[config.mk]
export PLATFORM = sky130hd
export DESIGN_NAME = icache_top
export DESIGN_NICKNAME = d
export VERILOG_FILES = /design/src/source/icache_pkg.sv /design/src/source/icache_top.sv /design/src/source/icache_read_path.sv /design/src/source/icache_lru.sv /design/src/source/icache_data_ram.sv /design/src/source/icache_tagv_ram.sv /design/src/source/icache_ctrl.sv
export SDC_FILE = /design/constraint.sdc
export NUM_CORES = 2
export LEC_CHECK = 0
export BUFFER_PORTS_ARGS = -buffer_cell sky130_fd_sc_hd__buf_2
export CAP_MARGIN = 30
export CORE_MARGIN = 4
export CORE_UTILIZATION = 55
export DETAILED_ROUTE_END_ITERATION = 6
export PLACE_DENSITY_LB_ADDON = 0.05
export SLEW_MARGIN = 5
export SYNTH_ARGS = -nofsm -noshare
export SYNTH_HDL_FRONTEND = slang
export SYNTH_HIERARCHICAL = 1
export SYNTH_MEMORY_MAX_BITS = 65536
export SYNTH_SLANG_ARGS = --single-unit
[constraint.sdc]
create_clock -name clk -period 16.55 [get_ports clk]
set_input_delay 0.8275 -clock clk [delete_from_list [all_inputs] [get_ports clk]]
set_output_delay 0.8275 -clock clk [all_outputs]
set_load 0.01 [all_outputs]
[src/source/icache_pkg.sv]
`default_nettype none

package icache_pkg;

    // byte address and instruction word
    localparam int ADDR_WIDTH = 32;
    localparam int WORD_WIDTH = 32;

    typedef enum logic {
        ICACHE_FETCH      = 1'b0,
        ICACHE_INVALIDATE = 1'b1
    } icache_op_e;

    typedef enum logic [2:0] {
        IDLE,
        LOOKUP,
        MISS_REQ,
        MISS_WAIT,
        STALL,
        FLUSH,
        OPERATION
    } icache_state_e;

    typedef struct packed {
        logic [ADDR_WIDTH-1:0] addr;
        icache_op_e            op;
    } fetch_req_t;

    // pipeline control levels
    typedef struct packed {
        logic stall;
        logic flush;
    } pipe_ctrl_t;

endpackage

`default_nettype wire
[src/source/icache_top.sv]
`default_nettype none

module icache_top #(
    parameter int INDEX_WIDTH  = 4,
    parameter int OFFSET_WIDTH = 2
) (
    input  logic                                                clk,
    input  logic                                                rstn,
    input  logic                                                req_valid,
    input  icache_pkg::fetch_req_t                              req,
    input  icache_pkg::pipe_ctrl_t                              ctrl,
    input  logic                                                mem_addr_ok,
    input  logic                                                mem_data_ok,
    input  logic [icache_pkg::WORD_WIDTH*(2**OFFSET_WIDTH)-1:0] mem_line,
    output logic                                                req_ready,
    output logic                                                rdata_valid,
    output logic [icache_pkg::WORD_WIDTH-1:0]                   rdata,
    output logic                                                mem_req,
    output logic [icache_pkg::ADDR_WIDTH-1:0]                   mem_addr
);

    localparam int LINE_WIDTH = icache_pkg::WORD_WIDTH * (2 ** OFFSET_WIDTH);

    logic [icache_pkg::ADDR_WIDTH-1:0] buf_addr;
    logic [LINE_WIDTH-1:0]             way0_line;
    logic [LINE_WIDTH-1:0]             way1_line;
    logic [1:0]                        hit;
    logic [1:0]                        way_we;
    logic                              victim;
    logic                              buf_we;
    logic                              inval_en;
    logic                              use_valid;
    logic                              use_way;
    logic                              sel_way;
    logic                              sel_return;
    logic                              hold_en;

    // line aligned refill address
    assign mem_addr = {buf_addr[icache_pkg::ADDR_WIDTH-1:OFFSET_WIDTH+2],
                       {(OFFSET_WIDTH+2){1'b0}}};

    icache_ctrl icache_ctrl_i (
        .clk         (clk),
        .rstn        (rstn),
        .req_valid   (req_valid),
        .req_op      (req.op),
        .ctrl        (ctrl),
        .hit         (hit),
        .victim      (victim),
        .mem_addr_ok (mem_addr_ok),
        .mem_data_ok (mem_data_ok),
        .req_ready   (req_ready),
        .mem_req     (mem_req),
        .buf_we      (buf_we),
        .way_we      (way_we),
        .inval_en    (inval_en),
        .use_valid   (use_valid),
        .use_way     (use_way),
        .sel_way     (sel_way),
        .sel_return  (sel_return),
        .hold_en     (hold_en),
        .rdata_valid (rdata_valid)
    );

    icache_tagv_ram #(
        .INDEX_WIDTH  (INDEX_WIDTH),
        .OFFSET_WIDTH (OFFSET_WIDTH)
    ) icache_tagv_ram_i (
        .clk      (clk),
        .rstn     (rstn),
        .rd_en    (buf_we),
        .rd_addr  (req.addr),
        .buf_addr (buf_addr),
        .way_we   (way_we),
        .inval_en (inval_en),
        .hit      (hit)
    );

    icache_data_ram #(
        .INDEX_WIDTH  (INDEX_WIDTH),
        .OFFSET_WIDTH (OFFSET_WIDTH)
    ) icache_data_ram_i (
        .clk       (clk),
        .rd_en     (buf_we),
        .rd_addr   (req.addr),
        .buf_addr  (buf_addr),
        .way_we    (way_we),
        .mem_line  (mem_line),
        .way0_line (way0_line),
        .way1_line (way1_line)
    );

    icache_lru #(
        .INDEX_WIDTH  (INDEX_WIDTH),
        .OFFSET_WIDTH (OFFSET_WIDTH)
    ) icache_lru_i (
        .clk       (clk),
        .rstn      (rstn),
        .buf_addr  (buf_addr),
        .use_valid (use_valid),
        .use_way   (use_way),
        .victim    (victim)
    );

    icache_read_path #(
        .INDEX_WIDTH  (INDEX_WIDTH),
        .OFFSET_WIDTH (OFFSET_WIDTH)
    ) icache_read_path_i (
        .clk        (clk),
        .rstn       (rstn),
        .buf_we     (buf_we),
        .req        (req),
        .way0_line  (way0_line),
        .way1_line  (way1_line),
        .mem_line   (mem_line),
        .sel_way    (sel_way),
        .sel_return (sel_return),
        .hold_en    (hold_en),
        .buf_addr   (buf_addr),
        .rdata      (rdata)
    );

endmodule

`default_nettype wire

[src/source/icache_read_path.sv]
`default_nettype none

module icache_read_path #(
    parameter int INDEX_WIDTH  = 4,
    parameter int OFFSET_WIDTH = 2
) (
    input  logic                                                clk,
    input  logic                                                rstn,
    input  logic                                                buf_we,
    input  icache_pkg::fetch_req_t                              req,
    input  logic [icache_pkg::WORD_WIDTH*(2**OFFSET_WIDTH)-1:0] way0_line,
    input  logic [icache_pkg::WORD_WIDTH*(2**OFFSET_WIDTH)-1:0] way1_line,
    input  logic [icache_pkg::WORD_WIDTH*(2**OFFSET_WIDTH)-1:0] mem_line,
    input  logic                                                sel_way,
    input  logic                                                sel_return,
    input  logic                                                hold_en,
    output logic [icache_pkg::ADDR_WIDTH-1:0]                   buf_addr,
    output logic [icache_pkg::WORD_WIDTH-1:0]                   rdata
);

    localparam int LINE_WIDTH = icache_pkg::WORD_WIDTH * (2 ** OFFSET_WIDTH);

    logic [LINE_WIDTH-1:0]             src_line;
    logic [OFFSET_WIDTH-1:0]           word_sel;
    logic [icache_pkg::WORD_WIDTH-1:0] sel_word;
    logic [icache_pkg::WORD_WIDTH-1:0] hold_q;
    logic                              held_q;

    // request buffer, the set index here also drives writes and the LRU
    always_ff @(posedge clk) begin
        if (buf_we)
            buf_addr <= req.addr;
    end

    assign word_sel = buf_addr[OFFSET_WIDTH+1:2];

    // refill forward takes priority over the way data
    always_comb begin
        if (sel_return)
            src_line = mem_line;
        else
            src_line = sel_way ? way1_line : way0_line;
        sel_word = src_line[word_sel*icache_pkg::WORD_WIDTH +: icache_pkg::WORD_WIDTH];
    end

    ///////////////////////////////////////////////////////////////////////
    // stall hold

    always_ff @(posedge clk or negedge rstn) begin
        if (!rstn)
            held_q <= 1'b0;
        else
            held_q <= hold_en;
    end

    always_ff @(posedge clk) begin
        if (hold_en)
            hold_q <= rdata;
    end

    assign rdata = held_q ? hold_q : sel_word;

endmodule

`default_nettype wire

[src/source/icache_lru.sv]
`default_nettype none

module icache_lru #(
    parameter int INDEX_WIDTH  = 4,
    parameter int OFFSET_WIDTH = 2
) (
    input  logic                             clk,
    input  logic                             rstn,
    input  logic [icache_pkg::ADDR_WIDTH-1:0] buf_addr,
    input  logic                             use_valid,
    input  logic                             use_way,
    output logic                             victim
);

    logic [2**INDEX_WIDTH-1:0] lru_q;
    logic [INDEX_WIDTH-1:0]    buf_index;

    assign buf_index = buf_addr[OFFSET_WIDTH+2 +: INDEX_WIDTH];

    // each bit names the way not used most recently
    always_ff @(posedge clk or negedge rstn) begin
        if (!rstn)
            lru_q <= '0;
        else if (use_valid)
            lru_q[buf_index] <= ~use_way;
    end

    assign victim = lru_q[buf_index];

endmodule

`default_nettype wire

[src/source/icache_data_ram.sv]
`default_nettype none

module icache_data_ram #(
    parameter int INDEX_WIDTH  = 4,
    parameter int OFFSET_WIDTH = 2
) (
    input  logic                                             clk,
    input  logic                                             rd_en,
    input  logic [icache_pkg::ADDR_WIDTH-1:0]                rd_addr,
    input  logic [icache_pkg::ADDR_WIDTH-1:0]                buf_addr,
    input  logic [1:0]                                       way_we,
    input  logic [icache_pkg::WORD_WIDTH*(2**OFFSET_WIDTH)-1:0] mem_line,
    output logic [icache_pkg::WORD_WIDTH*(2**OFFSET_WIDTH)-1:0] way0_line,
    output logic [icache_pkg::WORD_WIDTH*(2**OFFSET_WIDTH)-1:0] way1_line
);

    localparam int LINE_WIDTH = icache_pkg::WORD_WIDTH * (2 ** OFFSET_WIDTH);
    localparam int SETS       = 2 ** INDEX_WIDTH;

    logic [LINE_WIDTH-1:0]  line_mem [2][SETS];
    logic [INDEX_WIDTH-1:0] rd_index;
    logic [INDEX_WIDTH-1:0] buf_index;

    assign rd_index  = rd_addr[OFFSET_WIDTH+2 +: INDEX_WIDTH];
    assign buf_index = buf_addr[OFFSET_WIDTH+2 +: INDEX_WIDTH];

    // whole-line refill, synchronous read on acceptance
    always_ff @(posedge clk) begin
        if (way_we[0])
            line_mem[0][buf_index] <= mem_line;
        if (way_we[1])
            line_mem[1][buf_index] <= mem_line;
        if (rd_en) begin
            way0_line <= line_mem[0][rd_index];
            way1_line <= line_mem[1][rd_index];
        end
    end

endmodule

`default_nettype wire

[src/source/icache_tagv_ram.sv]
`default_nettype none

module icache_tagv_ram #(
    parameter int INDEX_WIDTH  = 4,
    parameter int OFFSET_WIDTH = 2
) (
    input  logic                             clk,
    input  logic                             rstn,
    input  logic                             rd_en,
    input  logic [icache_pkg::ADDR_WIDTH-1:0] rd_addr,
    input  logic [icache_pkg::ADDR_WIDTH-1:0] buf_addr,
    input  logic [1:0]                       way_we,
    input  logic                             inval_en,
    output logic [1:0]                       hit
);

    localparam int TAG_WIDTH = icache_pkg::ADDR_WIDTH - INDEX_WIDTH - OFFSET_WIDTH - 2;
    localparam int SETS      = 2 ** INDEX_WIDTH;

    logic [TAG_WIDTH-1:0]   tag_mem [2][SETS];
    logic [SETS-1:0]        valid_mem [2];
    logic [TAG_WIDTH-1:0]   tag_q [2];
    logic [1:0]             valid_q;
    logic [INDEX_WIDTH-1:0] rd_index;
    logic [INDEX_WIDTH-1:0] buf_index;
    logic [TAG_WIDTH-1:0]   buf_tag;

    assign rd_index  = rd_addr[OFFSET_WIDTH+2 +: INDEX_WIDTH];
    assign buf_index = buf_addr[OFFSET_WIDTH+2 +: INDEX_WIDTH];
    assign buf_tag   = buf_addr[icache_pkg::ADDR_WIDTH-1 -: TAG_WIDTH];

    // valid bits, invalidate clears both ways of the set
    always_ff @(posedge clk or negedge rstn) begin
        if (!rstn) begin
            valid_q <= 2'b00;
            for (int w = 0; w < 2; w++)
                valid_mem[w] <= '0;
        end else begin
            for (int w = 0; w < 2; w++) begin
                if (inval_en)
                    valid_mem[w][buf_index] <= 1'b0;
                else if (way_we[w])
                    valid_mem[w][buf_index] <= 1'b1;
                if (rd_en)
                    valid_q[w] <= valid_mem[w][rd_index];
            end
        end
    end

    always_ff @(posedge clk) begin
        for (int w = 0; w < 2; w++) begin
            if (way_we[w])
                tag_mem[w][buf_index] <= buf_tag;
            if (rd_en)
                tag_q[w] <= tag_mem[w][rd_index];
        end
    end

    always_comb begin
        for (int w = 0; w < 2; w++)
            hit[w] = valid_q[w] && (tag_q[w] == buf_tag);
    end

endmodule

`default_nettype wire

[src/source/icache_ctrl.sv]
`default_nettype none

module icache_ctrl (
    input  logic                   clk,
    input  logic                   rstn,
    input  logic                   req_valid,
    input  icache_pkg::icache_op_e req_op,
    input  icache_pkg::pipe_ctrl_t ctrl,
    input  logic [1:0]             hit,
    input  logic                   victim,
    input  logic                   mem_addr_ok,
    input  logic                   mem_data_ok,
    output logic                   req_ready,
    output logic                   mem_req,
    output logic                   buf_we,
    output logic [1:0]             way_we,
    output logic                   inval_en,
    output logic                   use_valid,
    output logic                   use_way,
    output logic                   sel_way,
    output logic                   sel_return,
    output logic                   hold_en,
    output logic                   rdata_valid
);

    icache_pkg::icache_state_e state;
    icache_pkg::icache_state_e next_state;
    icache_pkg::icache_state_e dispatch_state;
    logic                      rstn_q;
    logic                      ready_c;
    logic                      accept;
    logic                      hit_any;

    assign hit_any   = |hit;
    // way 0 wins a double hit
    assign sel_way   = ~hit[0];
    assign req_ready = ready_c & rstn_q;
    assign accept    = req_valid & req_ready;

    // keeps ready low for one cycle after reset release
    always_ff @(posedge clk or negedge rstn) begin
        if (!rstn) begin
            rstn_q <= 1'b0;
            state  <= icache_pkg::IDLE;
        end else begin
            rstn_q <= 1'b1;
            state  <= next_state;
        end
    end

    always_comb begin
        case (state)
            icache_pkg::IDLE,
            icache_pkg::FLUSH,
            icache_pkg::STALL:  ready_c = ~ctrl.stall;
            // hit streams the next request, flush discards it
            icache_pkg::LOOKUP: ready_c = ~ctrl.stall & (ctrl.flush | hit_any);
            default:            ready_c = 1'b0;
        endcase
    end

    always_comb begin
        if (!accept)
            dispatch_state = icache_pkg::IDLE;
        else if (req_op == icache_pkg::ICACHE_INVALIDATE)
            dispatch_state = icache_pkg::OPERATION;
        else
            dispatch_state = icache_pkg::LOOKUP;
    end

    //////////////////////////////////////////////////////////////////////
    // next state
    //////////////////////////////////////////////////////////////////////

    always_comb begin
        next_state = state;
        case (state)
            icache_pkg::IDLE: next_state = dispatch_state;
            icache_pkg::LOOKUP: begin
                if (ctrl.flush)
                    next_state = icache_pkg::FLUSH;
                else if (!hit_any)
                    next_state = mem_addr_ok ? icache_pkg::MISS_WAIT : icache_pkg::MISS_REQ;
                else if (ctrl.stall)
                    next_state = icache_pkg::LOOKUP;
                else
                    next_state = dispatch_state;
            end
            icache_pkg::MISS_REQ: begin
                if (mem_addr_ok)
                    next_state = icache_pkg::MISS_WAIT;
            end
            icache_pkg::MISS_WAIT: begin
                if (mem_data_ok)
                    next_state = ctrl.stall ? icache_pkg::STALL : icache_pkg::IDLE;
            end
            icache_pkg::STALL: begin
                if (!ctrl.stall)
                    next_state = dispatch_state;
            end
            icache_pkg::FLUSH: begin
                if (!ctrl.flush)
                    next_state = dispatch_state;
            end
            default: next_state = icache_pkg::IDLE;
        endcase
    end

    //////////////////////////////////////////////////////////////////////
    // output decode
    //////////////////////////////////////////////////////////////////////

    always_comb begin
        mem_req     = 1'b0;
        way_we      = 2'b00;
        inval_en    = 1'b0;
        use_valid   = 1'b0;
        use_way     = 1'b0;
        sel_return  = 1'b0;
        hold_en     = 1'b0;
        rdata_valid = 1'b0;
        // requests accepted under flush never reach the buffer
        buf_we = accept && (next_state == icache_pkg::LOOKUP ||
                            next_state == icache_pkg::OPERATION);
        case (state)
            icache_pkg::LOOKUP: begin
                if (next_state == icache_pkg::MISS_REQ || next_state == icache_pkg::MISS_WAIT)
                    mem_req = 1'b1;
                if (next_state != icache_pkg::FLUSH && hit_any) begin
                    rdata_valid = 1'b1;
                    use_valid   = ~ctrl.stall;
                    use_way     = sel_way;
                end
            end
            icache_pkg::MISS_REQ: mem_req = 1'b1;
            icache_pkg::MISS_WAIT: begin
                if (mem_data_ok) begin
                    // refill the victim and forward the word
                    way_we      = victim ? 2'b10 : 2'b01;
                    use_valid   = 1'b1;
                    use_way     = victim;
                    sel_return  = 1'b1;
                    rdata_valid = 1'b1;
                    hold_en     = ctrl.stall;
                end
            end
            icache_pkg::STALL: begin
                rdata_valid = 1'b1;
                hold_en     = ctrl.stall;
            end
            icache_pkg::OPERATION: inval_en = 1'b1;
            default: ;
        endcase
    end

endmodule

`default_nettype wire

Word level (Yosys, flattened, before mapping). Memory sizes are Yosys's and may differ from the RTL's. Cells that the tools add are included.

Flip-flop bits (word level): 375. Latch bits: 0. Bits in writable memories: 4912. Bits in read-only memories: 0. Output and inout bits: 67. Word-level logic and storage cells: 139. Memories kept: 3.

Memories: icache_data_ram_i.line_mem (words 2, width 2048, rd ports 2, clocked after memory_dff 0, write ports 1, RTL line icache_data_ram.sv:20) `logic [LINE_WIDTH-1:0] line_mem [2][SETS];`; icache_tagv_ram_i.tag_mem (words 2, width 384, rd ports 2, clocked after memory_dff 0, write ports 1, RTL line icache_tagv_ram.sv:20) `logic [TAG_WIDTH-1:0] tag_mem [2][SETS];`; icache_tagv_ram_i.tag_q (words 2, width 24, rd ports 2, clocked after memory_dff 0, write ports 2, RTL line icache_tagv_ram.sv:22) `logic [TAG_WIDTH-1:0] tag_q [2];`.

Add/sub/neg operators: 0. $mul: 0. Divide/modulo/power cells: 0. Order comparisons: 6. Equality and inequality tests: 13. Shifts and indexed selects: 1. Mux-type cells: 76. Bitwise gates (word level): 14. Reductions and logical operators: 15.

Operator list (number): 2048-bit 2-to-1 mux (4); 2048-bit OR reduction (1); 384-bit 2-to-1 mux (4); 128-bit binary-select mux with 4-bit select (2); 128-bit 2-to-1 mux (7); 128-bit demux with 4-bit select (1); 384-bit OR reduction (1); 24-bit binary-select mux with 4-bit select (2); 128-bit by 8-bit variable part select with 32-bit output (1); 24-bit 2-to-1 mux (5); 24-bit demux with 4-bit select (1); 16-bit 2-to-1 mux (4); 24-bit == test (2); 16-bit AND (2); 32-bit 2-to-1 mux (1); 16-bit OR (2); 3-bit 2-to-1 mux (10); 1-bit 2-to-1 mux (20); 3-bit one-hot mux with 6 select lines (1); 16-bit bitwise mux (1); 16-bit inverter (1); 1-bit binary-select mux with 4-bit select (3); 3-bit by 2-bit == test with 1-bit output, second input constant (4); 3-bit == test, second input constant (4); other kinds (20) (41).

Logic depth before layout (Yosys ltp). An unclocked memory read counts as a cell.

Word-level depth: 20. Mapped depth: 12.

Cells and area by module. Netlist, hierarchy kept.

By module, submodules not included: icache_data_ram (times used 1, cells an instance 6756, area each 161519.9 um^2); icache_tagv_ram (times used 1, cells an instance 1331, area each 32553.7 um^2); icache_read_path (times used 1, cells an instance 541, area each 5606.6 um^2); icache_lru (times used 1, cells an instance 74, area each 833.3 um^2); icache_ctrl (times used 1, cells an instance 59, area each 436.7 um^2); icache_top (times used 1, cells an instance 5, area each 33.8 um^2).

Least setup slack after synthesis. No wires, ideal clock.

Kind: reg2reg. Start: register icache_read_path_i/buf_addr[27] in the netlist's numbering. End: register icache_tagv_ram_i.valid_q[0]. Setup time: 0.108 ns. Arrival time: 11.564 ns. Required time: 16.442 ns. Setup slack: 4.878 ns. Cell stages (with the launch flop): 10. Path buffers: 0. Period minus slack after synthesis: 11.672 ns. Cells stage by stage: edfxtp_1 -> xor2_1 -> nor4_1 -> nand3_1 -> nor4_1 -> nor3_2 -> and2_1 -> nor2_1 -> a32o_1 -> mux2_2.

Word-level cells in the longest chain between the ends: 16.

RTL lines: start: declaration (RTL line icache_read_path.sv:17) `output logic [icache_pkg::ADDR_WIDTH-1:0] buf_addr,`; start signal: assignment (RTL line icache_read_path.sv:32) `buf_addr <= req.addr;`; 24-bit == test (*) (RTL line icache_tagv_ram.sv:61) `hit[w] = valid_q[w] && (tag_q[w] == buf_tag);`; 1-bit logical AND (*) (RTL line icache_tagv_ram.sv:61); via hit[0] (RTL line icache_top.sv:27) `logic [1:0] hit;`; 2-bit OR reduction (*) (RTL line icache_ctrl.sv:34) `assign hit_any = |hit;`; 1-bit OR (RTL line icache_ctrl.sv:57) `icache_pkg::LOOKUP: ready_c = ~ctrl.stall & (ctrl.flush | hit_any);`; 1-bit AND (RTL line icache_ctrl.sv:57); 1-bit one-hot mux with 2 select lines (RTL line icache_ctrl.sv:52) `case (state)`; 1-bit AND (RTL line icache_ctrl.sv:37) `assign req_ready = ready_c & rstn_q;`; (+2 left out); 3-bit 2-to-1 mux (RTL line icache_ctrl.sv:84) `else if (ctrl.stall)`; 3-bit 2-to-1 mux (RTL line icache_ctrl.sv:82) `else if (!hit_any)`; 3-bit 2-to-1 mux (RTL line icache_ctrl.sv:80) `if (ctrl.flush)`; 3-bit one-hot mux with 6 select lines (RTL line icache_ctrl.sv:77) `case (state)`; 3-bit by 1-bit == test with 1-bit output / 3-bit == test (equally long branches) (RTL line icache_ctrl.sv:123, icache_ctrl.sv:124); 1-bit logical OR (RTL line icache_ctrl.sv:123) `buf_we = accept && (next_state == icache_pkg::LOOKUP ||`; 1-bit logical AND (*) (RTL line icache_ctrl.sv:123); via buf_we (RTL line icache_top.sv:30) `logic buf_we;`; end signal: indexed assignment (RTL line icache_tagv_ram.sv:45) `valid_q[w] <= valid_mem[w][rd_index];`; end: declaration (RTL line icache_tagv_ram.sv:23) `logic [1:0] valid_q;`.

The timed path passes the listed nets; every way through them passes the cells marked *. A chain may end at the register's enable or synchronous reset.

Final worst setup path.
Start: register icache_read_path_i/buf_addr[29] in the netlist's numbering. End: output rdata[16] in the netlist's numbering.

Word-level cells in the longest chain between the ends: 6.

RTL lines: 24-bit == test (RTL line icache_tagv_ram.sv:61); 1-bit logical AND (RTL line icache_tagv_ram.sv:61); via hit[0] (RTL line icache_top.sv:27); 128-bit 2-to-1 mux (RTL line icache_read_path.sv:42) `src_line = sel_way ? way1_line : way0_line;`; 128-bit 2-to-1 mux (RTL line icache_read_path.sv:39) `if (sel_return)`; 128-bit by 8-bit variable part select with 32-bit output (RTL line icache_read_path.sv:43) `sel_word = src_line[word_sel*icache_pkg::WORD_WIDTH +: icache_pkg::WORD_WIDTH];`; 32-bit 2-to-1 mux (RTL line icache_read_path.sv:61) `assign rdata = held_q ? hold_q : sel_word;`; end: declaration (RTL line icache_top.sv:17) `output logic [icache_pkg::WORD_WIDTH-1:0] rdata,`.

The timed path passes the listed nets, and every way through them passes these cells.

==> flow_metrics.env <==
export IMPL_placeableCoreArea_sq_mm=0.363
export IMPL_cts_root_buffer="clkbuf_16"
export IMPL_area_growth_synth_to_final_pct=12.8
export IMPL_cts_htree_levels=6
export IMPL_ioPinCount=235
export IMPL_drc_errors=0
export IMPL_grt_first_pass_wirelength_um=765000
export IMPL_nets=9534
export IMPL_worstPathMaxFanout=66
export IMPL_drv_cap=0
export IMPL_final_util=0.624
export IMPL_report_power_total_uw=28100
export IMPL_critPathMaxStageDelay_ns=0.79
export IMPL_insertion_delay_ns=1.02
export IMPL_clkSlewWorstSetupHoldPaths_ns=0.06
export IMPL_gpl_final_weighted_congestion=0.773
export IMPL_fin_hold_ws_ns=0.124
export IMPL_clock_sinks=5285
export IMPL_run_status="finished clean"
export IMPL_post_drt_wl_per_cell_um=37.5
export IMPL_critical_path_cell_chain="buf_4, xor2_1, nor4_1, nand3_1, nor4_2, buf_4, inv_8, buf_12, mux2i_1, o21ai_0, a22oi_1, a22oi_1, buf_2"
export IMPL_cts_buffers=548
export IMPL_num_fill_cells=24600
export IMPL_tritoncts="yes"
export IMPL_critical_path_slowest_cell="o21ai_0"
export IMPL_initial_core_util=0.553
export IMPL_drt_first_iter_violations=13400
export IMPL_grt_overflow_total=0
export IMPL_cts_buffer_depth=4
export IMPL_timing_fmax_ghz=0.143
export IMPL_die_height_um=612
export IMPL_power_leakage_uw=0.0721
export IMPL_worst_setup_path_end_kind="output pin"
export IMPL_worst_hold_path_type="in -> reg"
export IMPL_setup_reg_to_reg_worst_slack_ns=10.65
export IMPL_yosysWarningCount=6
export IMPL_multi_input_comb_area_sq_mm=0.0402
export IMPL_setup_worst_path_start_class="flop"
export IMPL_die_w_um=612
export IMPL_worst_ep_required_time_ns=15.72
export IMPL_cts_repair_resizes=0
export IMPL_drtAntennaViolNets=0
export IMPL_layout_common_cells="edfxtp_1, mux4_2, clkbuf_16, a22oi_1, nand2_1"
export IMPL_final_common_cell="edfxtp_1"
export IMPL_finish_stage_setup_viols=0
export IMPL_hpwlAfterDp_um=272000
export IMPL_setup_worst_path_class="reg -> out"
export IMPL_critical_path_arrival_ns=6.16
export IMPL_powerDensity_mw_per_mm2=124
export IMPL_core_rowCount=221
export IMPL_worst_slew_pin_slew_ns=1.22
export IMPL_first_global_vias=97800
export IMPL_timing_slew_headroom=0.185
export IMPL_dp_slack_ns=10.54
export IMPL_antenna_violations_before_repair=82
export IMPL_sum_neg_setup_slack_ns=0
export IMPL_io_buffer_count=228
export IMPL_min_clock_period_post_route_ns=6.99
export IMPL_syn_cell_area_sq_mm=0.201
export IMPL_floorplan_die_area_sq_mm=0.375
export IMPL_finalWorstSetupSlack_ns=9.56
export IMPL_route_final_wire_length_um=548000
export IMPL_vdd_ir_drop_max_mv=0.107
export IMPL_finalMaxSlewViolations=0
export IMPL_grt_total_usage=0.293
export IMPL_drt_pass1_iter_count=6
export IMPL_finClkSkew_ns=0.0471
export IMPL_via_count=97900
export IMPL_synth_area_per_cell_sq_um=22.9
export IMPL_unrepaired_setup_endpoints_after_global_routing="false"
export IMPL_drive_gt1_frac=0.276
export IMPL_grt_start_max_net_pins=106
export IMPL_final_critical_path_share_of_the_clock_period=0.422
export IMPL_routed_via_density=6.69
export IMPL_register_area_sq_mm=0.158
export IMPL_hold_viol_final=0
export IMPL_post_synth_inst_count=8764
-- layout make-up --
class	count	area share
well taps	4794	0.0265
clock buffers	721	0.0671
clock inverters	257	0.00826
inverters	38	0.000685
repair buffers	554	0.0202
diodes	32	0.000353
multi-input cells	2939	0.178
flip-flops and latches	5285	0.699
-- worst max-delay path: cells and delay by family (launching register included) --
family / cells / cell delay, ns
flip-flops: 1 / 0.32
AO/OA/AOI/OAI: 3 / 1.66
AND/OR/NAND/NOR: 3 / 0.42
multiplexers: 1 / 0.21
buffers and inverters: 5 / 1.86
XOR/XNOR: 1 / 0.52
-- final timing paths --
path | start | endpoint | cells after the start
worst max-delay path | icache_read_path_i/buf_addr[29] | rdata[16] | 13
worst min-delay path | req[16] | icache_read_path_i/buf_addr[15] | 1
worst max register to register | icache_ctrl_i/state[0] | icache_data_ram_i/line_mem[0][2971] | 9
worst min register to register | flop | flop | 1
max in group asynchronous | rstn | icache_lru_i/lru_q[3] | 3
min in group asynchronous | rstn | icache_ctrl_i/state[1] | 3
-- power breakdown --
part	switching (uW)	internal, uW	leakage [uW]
clock	4960	6820	0.00833
combinational	931	498	0.0160
sequential	45.5	14800	0.0478
-- routing by layer --
layer | share of wire | global-route usage
met5 | 0.00025 | 0
met4 | 0.036 | 0.0951
met3 | 0.091 | 0.0475
met2 | 0.49 | 0.470
met1 | 0.39 | 0.418
-- metrics by stage --
stage / instance area [sq um] / cells
global placement: 208000 / 13500
finish: 227000 / 14600
detailed placement: 209000 / 13600
CTS: 226000 / 14600
floorplan: 201000 / 8767
global route: 226000 / 14600
-- sequential cells by signal (all words and copies together) (netlist names), named ones only --
register and count:
icache_tagv_ram_i/tag_q 48, icache_read_path_i/held_q 1, icache_data_ram_i/line_mem 4096, icache_read_path_i/hold_q 32, icache_lru_i/lru_q 16, icache_ctrl_i/state 3
icache_data_ram_i/way1_line 128, icache_tagv_ram_i/valid_q 2, icache_read_path_i/buf_addr 30, icache_tagv_ram_i/tag_mem 768, icache_data_ram_i/way0_line 128, icache_ctrl_i/rstn_q 1
-- what timing repair did --
action / in CTS / in global routing
hold buffers: 22 / 0
setup buffers: 0 / 0
hold endpoints to repair: 76 / 0
Power figures use the tool's default switching activity.
